$ cat src/source/bus_fabric_pkg.sv
package bus_fabric_pkg;

   //**************************************************************************
   // bus geometry
   //**************************************************************************
   localparam int BUS_ADR_W = 16;            // byte address
   localparam int BUS_DAT_W = 16;            // data word
   localparam int BUS_SEL_W = 2;             // byte lanes
   localparam int RAM_ADR_W = 15;            // word address into main RAM

   // main RAM ends where the I/O area starts
   localparam logic [BUS_ADR_W-1:0] RAM_TOP = 16'o160000;

   localparam int N_IO_SLAVES = 8;

   //**************************************************************************
   // I/O page windows
   //**************************************************************************
   // value doubles as index into the slave arrays
   typedef enum logic [2:0] {
      IO_UART1,                              // console
      IO_UART2,                              // second serial port
      IO_LPT,                                // printer
      IO_RK,                                 // RK disk regs
      IO_DW,                                 // DW hard disk regs
      IO_RX,                                 // RX floppy regs
      IO_MY,                                 // MY floppy regs
      IO_KGD                                 // graphics
   } io_slave_e;

   // window base, in io_slave_e order
   localparam logic [BUS_ADR_W-1:0] IO_BASE [N_IO_SLAVES] = '{
      16'o177560, 16'o176500, 16'o177514, 16'o177400,
      16'o174000, 16'o177170, 16'o172140, 16'o176640
   };

   // low address bits not compared inside a window
   localparam int unsigned IO_SPAN [N_IO_SLAVES] = '{3, 3, 2, 4, 5, 2, 2, 3};

   //**************************************************************************
   // bus bundles
   //**************************************************************************
   typedef struct packed {
      logic [BUS_ADR_W-1:0] adr;
      logic [BUS_DAT_W-1:0] dat;             // write data
      logic                 cyc;             // cycle, DMA request for disk masters
      logic                 we;
      logic [BUS_SEL_W-1:0] sel;
      logic                 stb;
   } bus_req_t;

   typedef struct packed {
      logic [BUS_DAT_W-1:0] dat;             // read data
      logic                 ack;
   } bus_rsp_t;

   typedef logic [N_IO_SLAVES-1:0] io_stb_t;            // one strobe per slave
   typedef bus_rsp_t [N_IO_SLAVES-1:0] io_rsp_t;        // answers of all slaves

   // who drives the shared bus
   typedef enum logic [1:0] {
      OWNER_CPU,
      OWNER_RK,
      OWNER_MY
   } bus_owner_e;

endpackage

$ cat src/source/io_page_router.sv
`timescale 1ns/100ps

module io_page_router (
   input  bus_fabric_pkg::bus_req_t bus_req_i,   // shared bus
   input  logic                     sysram_stb_i, // CPU board system RAM flag
   input  bus_fabric_pkg::bus_rsp_t ram_rsp_i,
   input  bus_fabric_pkg::io_rsp_t  io_rsp_i,
   output logic                     ram_stb_o,
   output bus_fabric_pkg::io_stb_t  io_stb_o,
   output bus_fabric_pkg::bus_rsp_t bus_rsp_o
);

   import bus_fabric_pkg::*;

   logic                 bus_act;            // live strobe on the bus
   logic [BUS_DAT_W-1:0] rd_dat;
   logic                 ack_any;

   assign bus_act = bus_req_i.stb & bus_req_i.cyc;

   //**************************************************************************
   // address decode
   //**************************************************************************
   // compare upper bits only, window size set by IO_SPAN
   always_comb begin
      for (int i = 0; i < N_IO_SLAVES; i++) begin
         io_stb_o[i] = bus_act &
                       (((bus_req_i.adr ^ IO_BASE[i]) >> IO_SPAN[i]) == '0);
      end
   end

   // main RAM below 160000
   // sysram flag maps extra CPU board memory into RAM as well
   assign ram_stb_o = (bus_act & (bus_req_i.adr < RAM_TOP)) | sysram_stb_i;

   //**************************************************************************
   // answer combine
   //**************************************************************************
   always_comb begin
      rd_dat  = '0;                          // nothing strobed reads zero
      ack_any = ram_rsp_i.ack;
      for (int i = 0; i < N_IO_SLAVES; i++) begin
         ack_any = ack_any | io_rsp_i[i].ack;
         if (io_stb_o[i])
            rd_dat = rd_dat | io_rsp_i[i].dat;   // windows never overlap
      end
      if (ram_stb_o)
         rd_dat = ram_rsp_i.dat;             // RAM wins
   end

   assign bus_rsp_o.dat = rd_dat;
   assign bus_rsp_o.ack = ack_any;

endmodule

$ cat config.mk
export PLATFORM = sky130hd
export DESIGN_NAME = io_page_router
export DESIGN_NICKNAME = d
export VERILOG_FILES = /design/src/source/bus_fabric_pkg.sv /design/src/source/io_page_router.sv
export SDC_FILE = /design/constraint.sdc
export NUM_CORES = 1
export LEC_CHECK = 0
export ABC_AREA = 1
export CAP_MARGIN = 20
export CORE_AREA = 2 2 85 87
export DETAILED_ROUTE_END_ITERATION = 12
export DIE_AREA = 0 0 87 89
export DONT_BUFFER_PORTS = 1
export PLACE_DENSITY = 0.52
export SETUP_SLACK_MARGIN = 0.5
export SLEW_MARGIN = 30
export SYNTH_ARGS = -nofsm -noshare
export SYNTH_HDL_FRONTEND = slang
export SYNTH_SLANG_ARGS = --single-unit
$ cat constraint.sdc
create_clock -name vclk -period 5.54
set_input_delay 1.662 -clock vclk [all_inputs]
set_output_delay 1.662 -clock vclk [all_outputs]
set_load 0.01 [all_outputs]
==> impl_results.md <==
- Fmax achieved: 0.205 GHz
- Final TNS setup: 0 ns
- Worst path arrival time: 3.23 ns
- First-pass GRT wire length: 11.2 mm
- Max-slew headroom: 51.3%
- Total wire length: 8.49 mm
- CP startpoint kind: input port
- Initial DRC count: 124
- Grt met2 use: 37.0%
- Yosys cell types: 21
- Mapped cell area: 0.00190 mm^2
- Die height: 89 um
- Commonest non-fill, non-tap cell in the layout: nand3_1
- Worst Min Path Start: io_rsp_i[68]
- I/O Pins: 217
- Part of the Yosys area used for sequential elements: 0%
- Worst setup path startpoint: bus_req_i[34]
- Worst path cell trace: nand2_1, inv_2, nand3_2, nor2_2, nand3_1, nand2_1, inv_1, nand2_1, nor2_1, nor2_1
- Initial antenna violation count: 0
- WHS Path Cells: 2
- Sequential cell count: 0
- Worst EP required: 3.88 ns
- Worst min path class: in -> out
- Critical Path Sink Type: output pin
- Grt ovf: 0
- Top cell by count, worst path: nand2_1
- Fin nets: 557
- Die width: 87 um
- DR pass1 iterations: 4
- IO buf count: 0
- Final hold viol count: 0
- M3 GR Usage: 1.66%
- RSZ-0062 raised after global routing: no
- Drt drc: 0
- Routability Congestion: 0.783
- Commonest non-fill, non-tap cells in the layout: nand3_1 (146), nand2_1 (76), nor2_1 (75), inv_1 (22), nor2_4 (10)
- Vias in the first global route: 2099
- Final setup viols: 0
- Post-CTS setup buffers: 0
- Layout area overhead: -4.02%
- WS Path Type: in -> out
- Worst slew pin tran: 0.728 ns
- Num rows: 30
- Total die area: 0.00774 mm^2
- Synthesis warning total: 0
- Seq. cell area: 0 um^2
- Fin area: 0.00182 mm^2
- Period utilization: 88.2%
- Max Slew Vio Count: 0
- Wire length per cell: 19.1 um
- Power per cell area: 32.5 mW/mm^2
- Max stage delay cell, worst path: nor2_2
- Met1 Use GR: 22.7%
- # hold bufs at CTS: 0
- DP Area: 0.00181 mm^2
- CP max FO: 16
- Vias per std cell: 5.70
- Clock Buffer Count: 0
- Dpl hpwl: 6.58 mm
- Minimum clock period: 4.89 ns
- Syn avg cell area: 4.95 um^2
- Post-DRT Antenna Nets: 0
- Max_cap viols: 0
- GRT Resource Usage Total: 18.8%
- Largest net degree at the start of global routing: 34
- Initial Util: 28.3%
- GRT Max-Usage Layer: met2
- Share of cells above drive strength 1: 9.62%
- Core box area: 0.00672 mm^2
- Syn nets: 575
- Synth Instances: 384
- Worst IR drop on VDD: 22.7 uV
- Inserted Diodes: 0
- Status: completed
- Via count: 2532
- Pleak: 0.811 nW
- Crit-path max cell delay: 0.62 ns
-- Yosys cell counts, types with 3 or more instances --
| library cell | n | area share (%) |
|---|---|---|
| buf_2 | 8 | 2.1 |
| inv_1 | 22 | 4.3 |
| nand3_2 | 3 | 1.6 |
| nor2_4 | 8 | 4.7 |
| nand3_1 | 146 | 38 |
| nand2_1 | 76 | 15 |
| inv_2 | 6 | 1.2 |
| nor2_1 | 75 | 15 |
| nand2_2 | 5 | 1.6 |
| nor2_2 | 5 | 1.6 |
| buf_4 | 7 | 2.8 |
| buf_6 | 3 | 1.8 |
| clkbuf_8 | 5 | 3.6 |
| nor3_1 | 3 | 0.79 |
| nor4_1 | 6 | 2.0 |
-- path summary, 6_finish.rpt --
check,end
setup / recovery,bus_rsp_o[5]
hold / removal,bus_rsp_o[0]
-- power breakdown --
group	switching, W	internal, W	total [W]
logic	0.0000430	0.0000162	0.0000592
clock network	0	0	0
registers	0	0	0
total	0.0000430	0.0000162	0.0000592
-- worst max-delay path: cells and delay by family --
kind                   cells  cell delay, ns
and+or+nand+nor            8            1.46
buffers and inverters      2            0.10
-- area by class of cell --
cell class	instances	area [um^2]
multi-input combinational	332	1590
timing repair buffer	3	22.5
fill	800	4900
inverter	29	110
tap	80	100
-- timing repair --
item	4_1_cts	5_1_grt
setup endpoints to repair	0	4
gates resized for setup	0	1
hold endpoints to repair	0	0
-- through the flow --
stage | instances | hold WS (ns) | util [%] | setup WS (ns) | total power [W]
after CTS | 443 | 3.47 | 27.0 | 0.591 | 0.0000596
final | 444 | 3.47 | 27.1 | 0.653 | 0.0000592
after detailed placement | 443 | 3.47 | 27.0 | 0.599 | 0.0000595
after global routing | 444 | 3.47 | 27.1 | 0.536 | 0.0000668
after floorplan | 384 | 3.47 | - | 1.17 | 0.0000489
after global placement | 443 | 3.46 | 27.0 | 0.627 | 0.0000589
-- cells by family after synthesis --
group         after synthesis  synth area share [%]
buf+inv                    53                  17.1
simple gates              331                  82.9
-- layer usage --
| layer | routed length (um) | share of wire (%) |
|---|---|---|
| met5 | 0 | 0 |
| met4 | 78 | 0.92 |
| met1 | 3250 | 38 |
| met2 | 4450 | 52 |
| met3 | 717 | 8.4 |
Power figures use the tool's default switching activity.
