[src/source/bus_fabric_pkg.sv]
package bus_fabric_pkg;

   //**************************************************************************
   // bus geometry
   //**************************************************************************
   localparam int BUS_ADR_W = 16;            // byte address
   localparam int BUS_DAT_W = 16;            // data word
   localparam int BUS_SEL_W = 2;             // byte lanes
   localparam int RAM_ADR_W = 15;            // word address into main RAM

   // main RAM ends where the I/O area starts
   localparam logic [BUS_ADR_W-1:0] RAM_TOP = 16'o160000;

   localparam int N_IO_SLAVES = 8;

   //**************************************************************************
   // I/O page windows
   //**************************************************************************
   // value doubles as index into the slave arrays
   typedef enum logic [2:0] {
      IO_UART1,                              // console
      IO_UART2,                              // second serial port
      IO_LPT,                                // printer
      IO_RK,                                 // RK disk regs
      IO_DW,                                 // DW hard disk regs
      IO_RX,                                 // RX floppy regs
      IO_MY,                                 // MY floppy regs
      IO_KGD                                 // graphics
   } io_slave_e;

   // window base, in io_slave_e order
   localparam logic [BUS_ADR_W-1:0] IO_BASE [N_IO_SLAVES] = '{
      16'o177560, 16'o176500, 16'o177514, 16'o177400,
      16'o174000, 16'o177170, 16'o172140, 16'o176640
   };

   // low address bits not compared inside a window
   localparam int unsigned IO_SPAN [N_IO_SLAVES] = '{3, 3, 2, 4, 5, 2, 2, 3};

   //**************************************************************************
   // bus bundles
   //**************************************************************************
   typedef struct packed {
      logic [BUS_ADR_W-1:0] adr;
      logic [BUS_DAT_W-1:0] dat;             // write data
      logic                 cyc;             // cycle, DMA request for disk masters
      logic                 we;
      logic [BUS_SEL_W-1:0] sel;
      logic                 stb;
   } bus_req_t;

   typedef struct packed {
      logic [BUS_DAT_W-1:0] dat;             // read data
      logic                 ack;
   } bus_rsp_t;

   typedef logic [N_IO_SLAVES-1:0] io_stb_t;            // one strobe per slave
   typedef bus_rsp_t [N_IO_SLAVES-1:0] io_rsp_t;        // answers of all slaves

   // who drives the shared bus
   typedef enum logic [1:0] {
      OWNER_CPU,
      OWNER_RK,
      OWNER_MY
   } bus_owner_e;

endpackage

[src/source/bus_master_switch.sv]
`timescale 1ns/100ps

module bus_master_switch (
   input  logic                     clk_sys,
   input  logic                     rst_i,
   input  bus_fabric_pkg::bus_req_t cpu_req_i,
   input  bus_fabric_pkg::bus_req_t rk_req_i,
   input  bus_fabric_pkg::bus_req_t my_req_i,
   input  bus_fabric_pkg::bus_rsp_t bus_rsp_i,   // combined answer from router
   output bus_fabric_pkg::bus_req_t bus_req_o,   // shared bus
   output bus_fabric_pkg::bus_rsp_t cpu_rsp_o,
   output bus_fabric_pkg::bus_rsp_t rk_rsp_o,
   output bus_fabric_pkg::bus_rsp_t my_rsp_o,
   output logic                     rk_gnt_o,
   output logic                     my_gnt_o
);

   import bus_fabric_pkg::*;

   bus_owner_e owner_q;                      // current bus master
   bus_owner_e owner_d;

   //**************************************************************************
   // owner arbiter
   //**************************************************************************
   // switch only between cycles, RK first, then MY, else back to CPU
   always_comb begin
      owner_d = owner_q;
      if (!bus_req_o.cyc) begin              // no cycle in flight
         if (rk_req_i.cyc)
            owner_d = OWNER_RK;
         else if (my_req_i.cyc)
            owner_d = OWNER_MY;
         else
            owner_d = OWNER_CPU;
      end
   end

   always_ff @(posedge clk_sys) begin
      if (rst_i)
         owner_q <= OWNER_CPU;               // CPU owns the bus out of reset
      else
         owner_q <= owner_d;
   end

   assign rk_gnt_o = (owner_q == OWNER_RK);
   assign my_gnt_o = (owner_q == OWNER_MY);

   //**************************************************************************
   // request mux
   //**************************************************************************
   always_comb begin
      case (owner_q)
         OWNER_RK: begin
            bus_req_o     = rk_req_i;
            bus_req_o.sel = '1;              // DMA moves whole words
         end
         OWNER_MY: begin
            bus_req_o     = my_req_i;
            bus_req_o.sel = '1;
         end
         default: begin
            bus_req_o = cpu_req_i;           // CPU keeps its byte lanes
         end
      endcase
   end

   // read data goes to all, ack only to the owner
   always_comb begin
      cpu_rsp_o     = bus_rsp_i;
      rk_rsp_o      = bus_rsp_i;
      my_rsp_o      = bus_rsp_i;
      cpu_rsp_o.ack = bus_rsp_i.ack & (owner_q == OWNER_CPU);
      rk_rsp_o.ack  = bus_rsp_i.ack & rk_gnt_o;
      my_rsp_o.ack  = bus_rsp_i.ack & my_gnt_o;
   end

endmodule

[config.mk]
export PLATFORM = sky130hd
export DESIGN_NAME = bus_master_switch
export DESIGN_NICKNAME = d
export VERILOG_FILES = /design/src/source/bus_fabric_pkg.sv /design/src/source/bus_master_switch.sv
export SDC_FILE = /design/constraint.sdc
export NUM_CORES = 1
export LEC_CHECK = 0
export BUFFER_PORTS_ARGS = -buffer_cell sky130_fd_sc_hd__buf_2
export CORE_AREA = 2 2 85 87
export DETAILED_ROUTE_END_ITERATION = 8
export DIE_AREA = 0 0 87 89
export PLACE_DENSITY_LB_ADDON = 0.12
export SETUP_SLACK_MARGIN = 0.2
export SYNTH_ARGS = -nofsm -noshare
export SYNTH_HDL_FRONTEND = slang
export SYNTH_SLANG_ARGS = --single-unit
[constraint.sdc]
create_clock -name clk_sys -period 2 [get_ports clk_sys]
set_clock_uncertainty 0.15 [all_clocks]
set_input_delay 0.3 -clock clk_sys [delete_from_list [all_inputs] [get_ports clk_sys]]
set_output_delay 0.3 -clock clk_sys [all_outputs]
set_load 0.01 [all_outputs]
==> results of run 1 <==
## cell type report
class / count / area [µm²] / share of cell area [%]
tap: 80 / 100 / 4.73
sequential: 2 / 42.5 / 2.01
multi-input combinational: 122 / 916 / 43.2
inverter: 3 / 13.8 / 0.650
timing repair buffer: 165 / 1000 / 47.4
clock buffer: 3 / 41.3 / 1.95
## worst paths after layout
| check | slack [ps] | cells past startpoint | endpoint |
|---|---|---|---|
| worst min register to register | 490 | 3 | owner_q[1] |
| worst max register to register | 250 | 6 | owner_q[0] |
| worst max-delay path | 70 | 6 | bus_req_o[4] |
| worst min-delay path | 120 | 2 | owner_q[0] |
## where the power goes
group | internal (mW) | switching, mW | leakage (nW) | total, mW
clock | 0.128 | 0.0377 | 0.0216 | 0.166
combinational | 0.644 | 0.666 | 0.967 | 1.31
sequential | 0.0472 | 0.00475 | 0.0172 | 0.0519
## cells in the mapped netlist, types with 2 or more instances
library cell / count / area [µm²]
buf_4: 49 / 368
nor2_1: 36 / 135
a21oi_1: 35 / 175
a22oi_1: 34 / 255
clkbuf_1: 8 / 30.0
buf_2: 6 / 30.0
and2_1: 3 / 18.8
ha_1: 3 / 37.5
inv_1: 3 / 11.3
dfxtp_1: 2 / 40.0
or2_1: 2 / 12.5
## cells by family (layout without fill, tap and decap cells)
kind of cell | Yosys count | in the layout | synth area share (%)
AO/OA/AOI/OAI | 74 | 74 | 39.6
adder cells (fa/ha/maj) | 3 | 3 | 3.18
buffers and inverters | 67 | 171 | 37.5
flip-flops | 2 | 2 | 3.39
AND/OR/NAND/NOR | 45 | 45 | 16.3
## per-layer routing
| layer | vias to the layer above | global-route usage [%] |
|---|---|---|
| li1 | 834 | - |
| met1 | 768 | 11.0 |
| met2 | 120 | 23.9 |
| met3 | 11 | 2.03 |
| met4 | 0 | 2.56 |
| met5 | - | 0 |
## critical path: stages (launching register included)
cell	delay (ps)
dfxtp_2	340
inv_4	50
ha_4	320
a21bo_4	250
a21oi_4	110
nor2_1	50
buf_2	140
## layout by cell type (no fill, tap or decap), types with 2 or more instances in the layout
cell and count:
buf_8 2, buf_4 4, clkbuf_16 3, a21oi_2 9, a21oi_4 2, clkbuf_8 3, a22oi_2 23, a22oi_1 11
buf_12 4, a21oi_1 24, nor2_1 35, buf_2 150, ha_4 3, dfxtp_2 2, and2_1 3, or2_1 2
## timing repair
item / 4_1_cts / 5_1_grt
hold buffers: 0 / 0
endpoints found under the setup margin: 39 / 37
gates cloned: 1 / 3
resized for setup: 27 / 27
pin swaps: 1 / 2
buffers inserted: 1 / 1
==> impl_metrics.sql, run 1 <==
INSERT INTO impl_metrics (metric_group, metric, value, unit) VALUES
('timing', 'hold_viol', '0', ''),
('finish', 'finish.cell_count_without_fillers', '375', ''),
('cts', 'clock_latency', '220', 'ps'),
('power', 'fin_total_pwr', '1.53', 'mW'),
('global_routing', 'grtUsageTotal', '11.3', '%'),
('worst_setup_path', 'worst_r2r_start', 'owner_q[0]', ''),
('power', 'irDropWorstVdd', '0.220', 'mV'),
('timing', 'totalNegativeSetupSlack', '0', 'ps'),
('timing', 'relSlewSlack', '85.0', '%'),
('global_routing', 'initial_antenna_violation_count', '0', ''),
('die', 'die_area', '7740', 'µm²'),
('route', 'met2_wirelength', '2.93', 'mm'),
('route', 'drt_wl_total', '5.43', 'mm'),
('cts', 'clk_pin_slew', '30', 'ps'),
('placed_design', 'port_buffer_count', '151', ''),
('die', 'top_level_ports', '220', ''),
('worst_setup_path', 'setup.worst_path.end_class', 'output port', ''),
('cts', 'clock_tree.buffer_depth', '2', ''),
('logic_synthesis', 'postSynthRegisterBits', '2', ''),
('logic_synthesis', 'synth_async_sr_flop_share', '0', '%'),
('timing', 'finalMaxSlewViolations', '0', ''),
('worst_hold_path', 'min-delay-path-class', 'primary input to flop', ''),
('finish', 'layout-drive-gt1-share', '71.5', '%'),
('power', 'pwr_density_cell', '721', 'nW/µm²'),
('power', 'power_leakage', '1.01', 'nW'),
('finish', 'fin_area', '2120', 'µm²'),
('route', 'drtAntennaViolNets', '0', ''),
('route', 'routed-wl-met3', '526', 'µm'),
('finish', 'regMostFlops', 'owner_q', ''),
('global_routing', 'grt_max_degree', '37', ''),
('timing', 'max_slew.worst_pin.slew', '224', 'ps'),
('placed_design', 'detailed_place.area', '1720', 'µm²'),
('die', 'row_count', '30', ''),
('logic_synthesis', 'synthesis.area_per_instance', '6.18', 'µm²'),
('timing', 'rsz0062_at_grt', 'yes', ''),
('logic_synthesis', 'syn-instance-count', '191', ''),
('route', 'post-route-drc-count', '0', ''),
('logic_synthesis', 'synth_nets', '324', ''),
('global_routing', 'grt_pass1_wl', '7.11', 'mm'),
('route', 'post_drt_via_cell_ratio', '4.62', ''),
('cts', 'cts_tree', 'done', ''),
('route', 'met1_length', '1.92', 'mm'),
('finish', 'largest_register_ffs', '2', ''),
('worst_setup_path', 'start_kind', 'flop', ''),
('worst_setup_path', 'worst-setup-path-type', 'flop to output port', ''),
('status', 'outcome', 'finished clean', ''),
('finish', 'finalNetCount', '430', ''),
('logic_synthesis', 'synthesis.yosys.warnings', '0', ''),
('logic_synthesis', 'synth_top_flop_cell', 'dfxtp_1', ''),
('placed_design', 'detailed_place_hpwl', '3.67', 'mm'),
('job', 'max_cap_violations', '0', ''),
('worst_setup_path', 'worst_ep_required_time', '1550', 'ps'),
('finish', 'layout_top_registers', 'owner_q (2)', ''),
('placed_design', 'place_congestion', '0.749', ''),
('route', 'detailroute.via_count', '1733', ''),
('global_routing', 'vias_in_the_first_global_route', '1525', ''),
('die', 'coreArea', '6720', 'µm²'),
('logic_synthesis', 'post_synth_instance_area', '1180', 'µm²'),
('route', 'drt_pre_antenna_iters', '4', ''),
('die', 'die_height', '89', 'µm'),
('cts', 'tritoncts_buffers', '3', ''),
('route', 'routed.top_layer', 'met4', ''),
('logic_synthesis', 'synth_enable_flop_cells', '0', ''),
('logic_synthesis', 'synth_seq_area_share', '3.39', '%'),
('placed_design', 'placedCellCount', '366', ''),
('worst_setup_path', 'critical_path_peak_fanout', '5', ''),
('die', 'die_w', '87', 'µm'),
('cts', 'clock_tree.htree_level_count', '1', ''),
('placed_design', 'detailedPlace.worstSlack', '187', 'ps'),
('timing', 'period_needed', '1930', 'ps'),
('cts', 'cts_root_buf', 'clkbuf_8', '');
Power figures use the tool's default switching activity.
==> inputs of run 2 (changes only) <==
==> constraint.sdc (replaced) <==
create_clock -name clk_sys -period 1.6 [get_ports clk_sys]
set_clock_uncertainty 0.15 [all_clocks]
set_input_delay 0.24 -clock clk_sys [delete_from_list [all_inputs] [get_ports clk_sys]]
set_output_delay 0.24 -clock clk_sys [all_outputs]
set_load 0.01 [all_outputs]
==> run 2 against run 1 <==
First-iteration DRC count down 47%. Non-clock buffer count up 13. Critical path depth unchanged. Final area is 18% higher. The flow now finishes with violations (negative setup slack). Largest power group unchanged. Worst setup slack got worse by 360 ps. Hold slack lost 52 ps. Combinational power up 56%. Via count grew 0.58%. Routed wire length is 6.7% lower. Sequential power grew 26%.
==> impl_metrics.sql, run 2 (same netlist as run 1, synthesis figures left out) <==
INSERT INTO impl_metrics (metric_group, metric, value, unit) VALUES
('global_routing', 'grt_residual_overflow', '0', ''),
('worst_setup_path', 'slowest_stage', 'dfxtp_4', ''),
('placed_design', 'place_congestion', '0.706', ''),
('timing', 'relSlewSlack', '85.6', '%'),
('worst_setup_path', 'worst-setup-path-type', 'flop to output port', ''),
('cts', 'clock_tree.buffer_depth', '2', ''),
('status', 'outcome', 'finished, violations left', ''),
('finish', 'finalNetCount', '443', ''),
('power', 'pwr_density_cell', '923', 'nW/µm²'),
('finish', 'finish.cell_count_without_fillers', '388', ''),
('finish', 'layout-drive-gt1-share', '86.7', '%'),
('global_routing', 'grt_max_degree', '20', ''),
('job', 'max_cap_violations', '0', ''),
('finish', 'regMostFlops', 'owner_q', ''),
('worst_setup_path', 'critical_path_peak_fanout', '6', ''),
('timing', 'rsz0062_at_grt', 'yes', ''),
('die', 'top_level_ports', '220', ''),
('placed_design', 'port_buffer_count', '151', ''),
('cts', 'clk_pin_slew', '30', 'ps'),
('cts', 'clkSinkCount', '2', ''),
('worst_setup_path', 'setup.worst_path.end_class', 'output port', ''),
('finish', 'final.fill_count', '716', ''),
('worst_setup_path', 'worst_ep_required_time', '1210', 'ps'),
('finish', 'layout-area-overhead-vs-synth', '111', '%'),
('global_routing', 'grt_pass1_wl', '7.04', 'mm'),
('timing', 'hold_viol', '0', ''),
('worst_setup_path', 'cp.buffers_inverters', '2', ''),
('cts', 'clock_latency', '210', 'ps'),
('global_routing', 'initial_antenna_violation_count', '0', ''),
('die', 'row_count', '30', ''),
('worst_setup_path', 'timing.critical_path.max_delay_family', 'compound AO/OA/AOI/OAI gates', ''),
('cts', 'cts_root_buf', 'clkbuf_8', ''),
('die', 'die_w', '87', 'µm'),
('route', 'drtAntennaViolNets', '0', ''),
('route', 'post_drt_via_cell_ratio', '4.49', ''),
('timing', 'totalNegativeSetupSlack', '-8910', 'ps'),
('die', 'coreArea', '6720', 'µm²'),
('finish', 'insertedDiodeCount', '0', ''),
('route', 'drt_wl_total', '5.06', 'mm'),
('worst_setup_path', 'worst-endpoint-arrival', '1490', 'ps'),
('timing', 'finalCritPeriodShare', '118', '%'),
('status', 'violated_checks', 'negative setup slack', ''),
('timing', 'layout_setup_ws', '-284', 'ps'),
('route', 'detailedRoute.firstIterationViolations', '20', ''),
('timing', 'finalSetupViolations', '41', ''),
('power', 'power_leakage', '1.12', 'nW'),
('die', 'die_height', '89', 'µm'),
('placed_design', 'placedCellCount', '374', ''),
('die', 'die_area', '7740', 'µm²'),
('cts', 'cts_hold_buf', '0', ''),
('power', 'irDropWorstVdd', '0.458', 'mV'),
('timing', 'max_clock_freq', '531', 'MHz'),
('finish', 'largest_register_ffs', '2', ''),
('timing', 'max_slew.worst_pin.slew', '215', 'ps'),
('cts', 'clock_tree.htree_level_count', '1', ''),
('worst_setup_path', 'critical_path.max_stage_delay', '350', 'ps'),
('finish', 'layout_top_registers', 'owner_q (2)', ''),
('placed_design', 'detailedPlace.worstSlack', '-110', 'ps'),
('worst_hold_path', 'min-delay-path-class', 'primary input to flop', ''),
('route', 'drt_pre_antenna_iters', '4', ''),
('global_routing', 'grtUsageTotal', '11.4', '%'),
('finish', 'mostFrequentLayoutCells', 'buf_2, a22oi_2, a21oi_2', ''),
('route', 'detailroute.via_count', '1743', ''),
('timing', 'period_needed', '1880', 'ps'),
('route', 'post_drt_wl_per_cell', '13.0', 'µm'),
('cts', 'cts_tree', 'done', ''),
('finish', 'most_frequent_standard_cell_in_the_layout_excluding_fill_and_tap_cells', 'buf_2', ''),
('cts', 'tritoncts_buffers', '3', ''),
('placed_design', 'detailed_place_hpwl', '3.80', 'mm'),
('timing', 'finalMaxSlewViolations', '0', ''),
('worst_setup_path', 'crit_path_cell_chain', 'inv_4, ha_4, a21bo_4, a21oi_2, nor2_1, buf_2', ''),
('route', 'post-route-drc-count', '0', ''),
('die', 'initial_utilization', '17.6', '%'),
('worst_setup_path', 'start_kind', 'flop', ''),
('global_routing', 'vias_in_the_first_global_route', '1559', '');
## run 2: cell count changes in the layout (fill, tap and decap cells not counted), sizes merged
cell	delta
clkbuf	-1
buf	+14
## run 2: layout make-up
class	instances	area, µm²	share of cell area, %
multi-input combinational	122	1140	45.7
timing repair buffer	178	1160	46.3
clock buffer	3	41.3	1.65
tap	80	100	4.01
sequential	2	45.0	1.80
inverter	3	13.8	0.551
## run 2: power by group
part           internal (mW)  leakage (nW)  switching [mW]
clock network          0.159        0.0216          0.0400
registers             0.0586        0.0175         0.00690
logic                   1.06          1.08           0.982
## run 2: timing repair
action                     4_1_cts  5_1_grt
gates cloned                     1        2
buffers inserted                 5        3
pin swaps                        3        3
setup endpoints to repair       44       44
gates resized for setup          8       21
## run 2: final timing paths
| kind | start | end | slack, ps | depth (start not counted) |
|---|---|---|---|---|
| max | owner_q[1] | bus_req_o[4] | -280 | 6 |
| min | rst_i | owner_q[0] | 60 | 2 |
| max reg2reg | owner_q[1] | owner_q[0] | -150 | 6 |
| min reg2reg | owner_q[1] | owner_q[1] | 370 | 2 |
## run 2: worst register-to-register path, delay by kind of cell, from the launching register on
kind	cells	cell delay, ps
AO/OA/AOI/OAI	2	370
adder cells (fa/ha/maj)	1	330
buffers and inverters	2	180
flip-flops	1	350
AND/OR/NAND/NOR	1	300
## run 2: metrics by stage
| stage | utilization, % | hold slack (ps) | power (mW) | cell area [µm²] |
|---|---|---|---|---|
| detailed placement | 32.6 | 282 | 1.79 | 2190 |
| CTS | 34.7 | 59.4 | 2.16 | 2330 |
| global placement | 32.6 | 282 | 1.80 | 2190 |
| floorplan | - | 152 | 1.37 | 1720 |
| global route | 37.2 | 75.7 | 2.48 | 2500 |
| finish | 37.2 | 63.3 | 2.31 | 2500 |
## run 2: per-layer routing
metal	GRT usage (%)	part of all wire, %	vias up	wire length (µm)
li1	-	-	863	-
met1	11.3	36	751	1810
met2	23.3	53	114	2700
met3	1.94	9.1	15	463
met4	4.69	1.7	0	88
met5	0	0	-	0
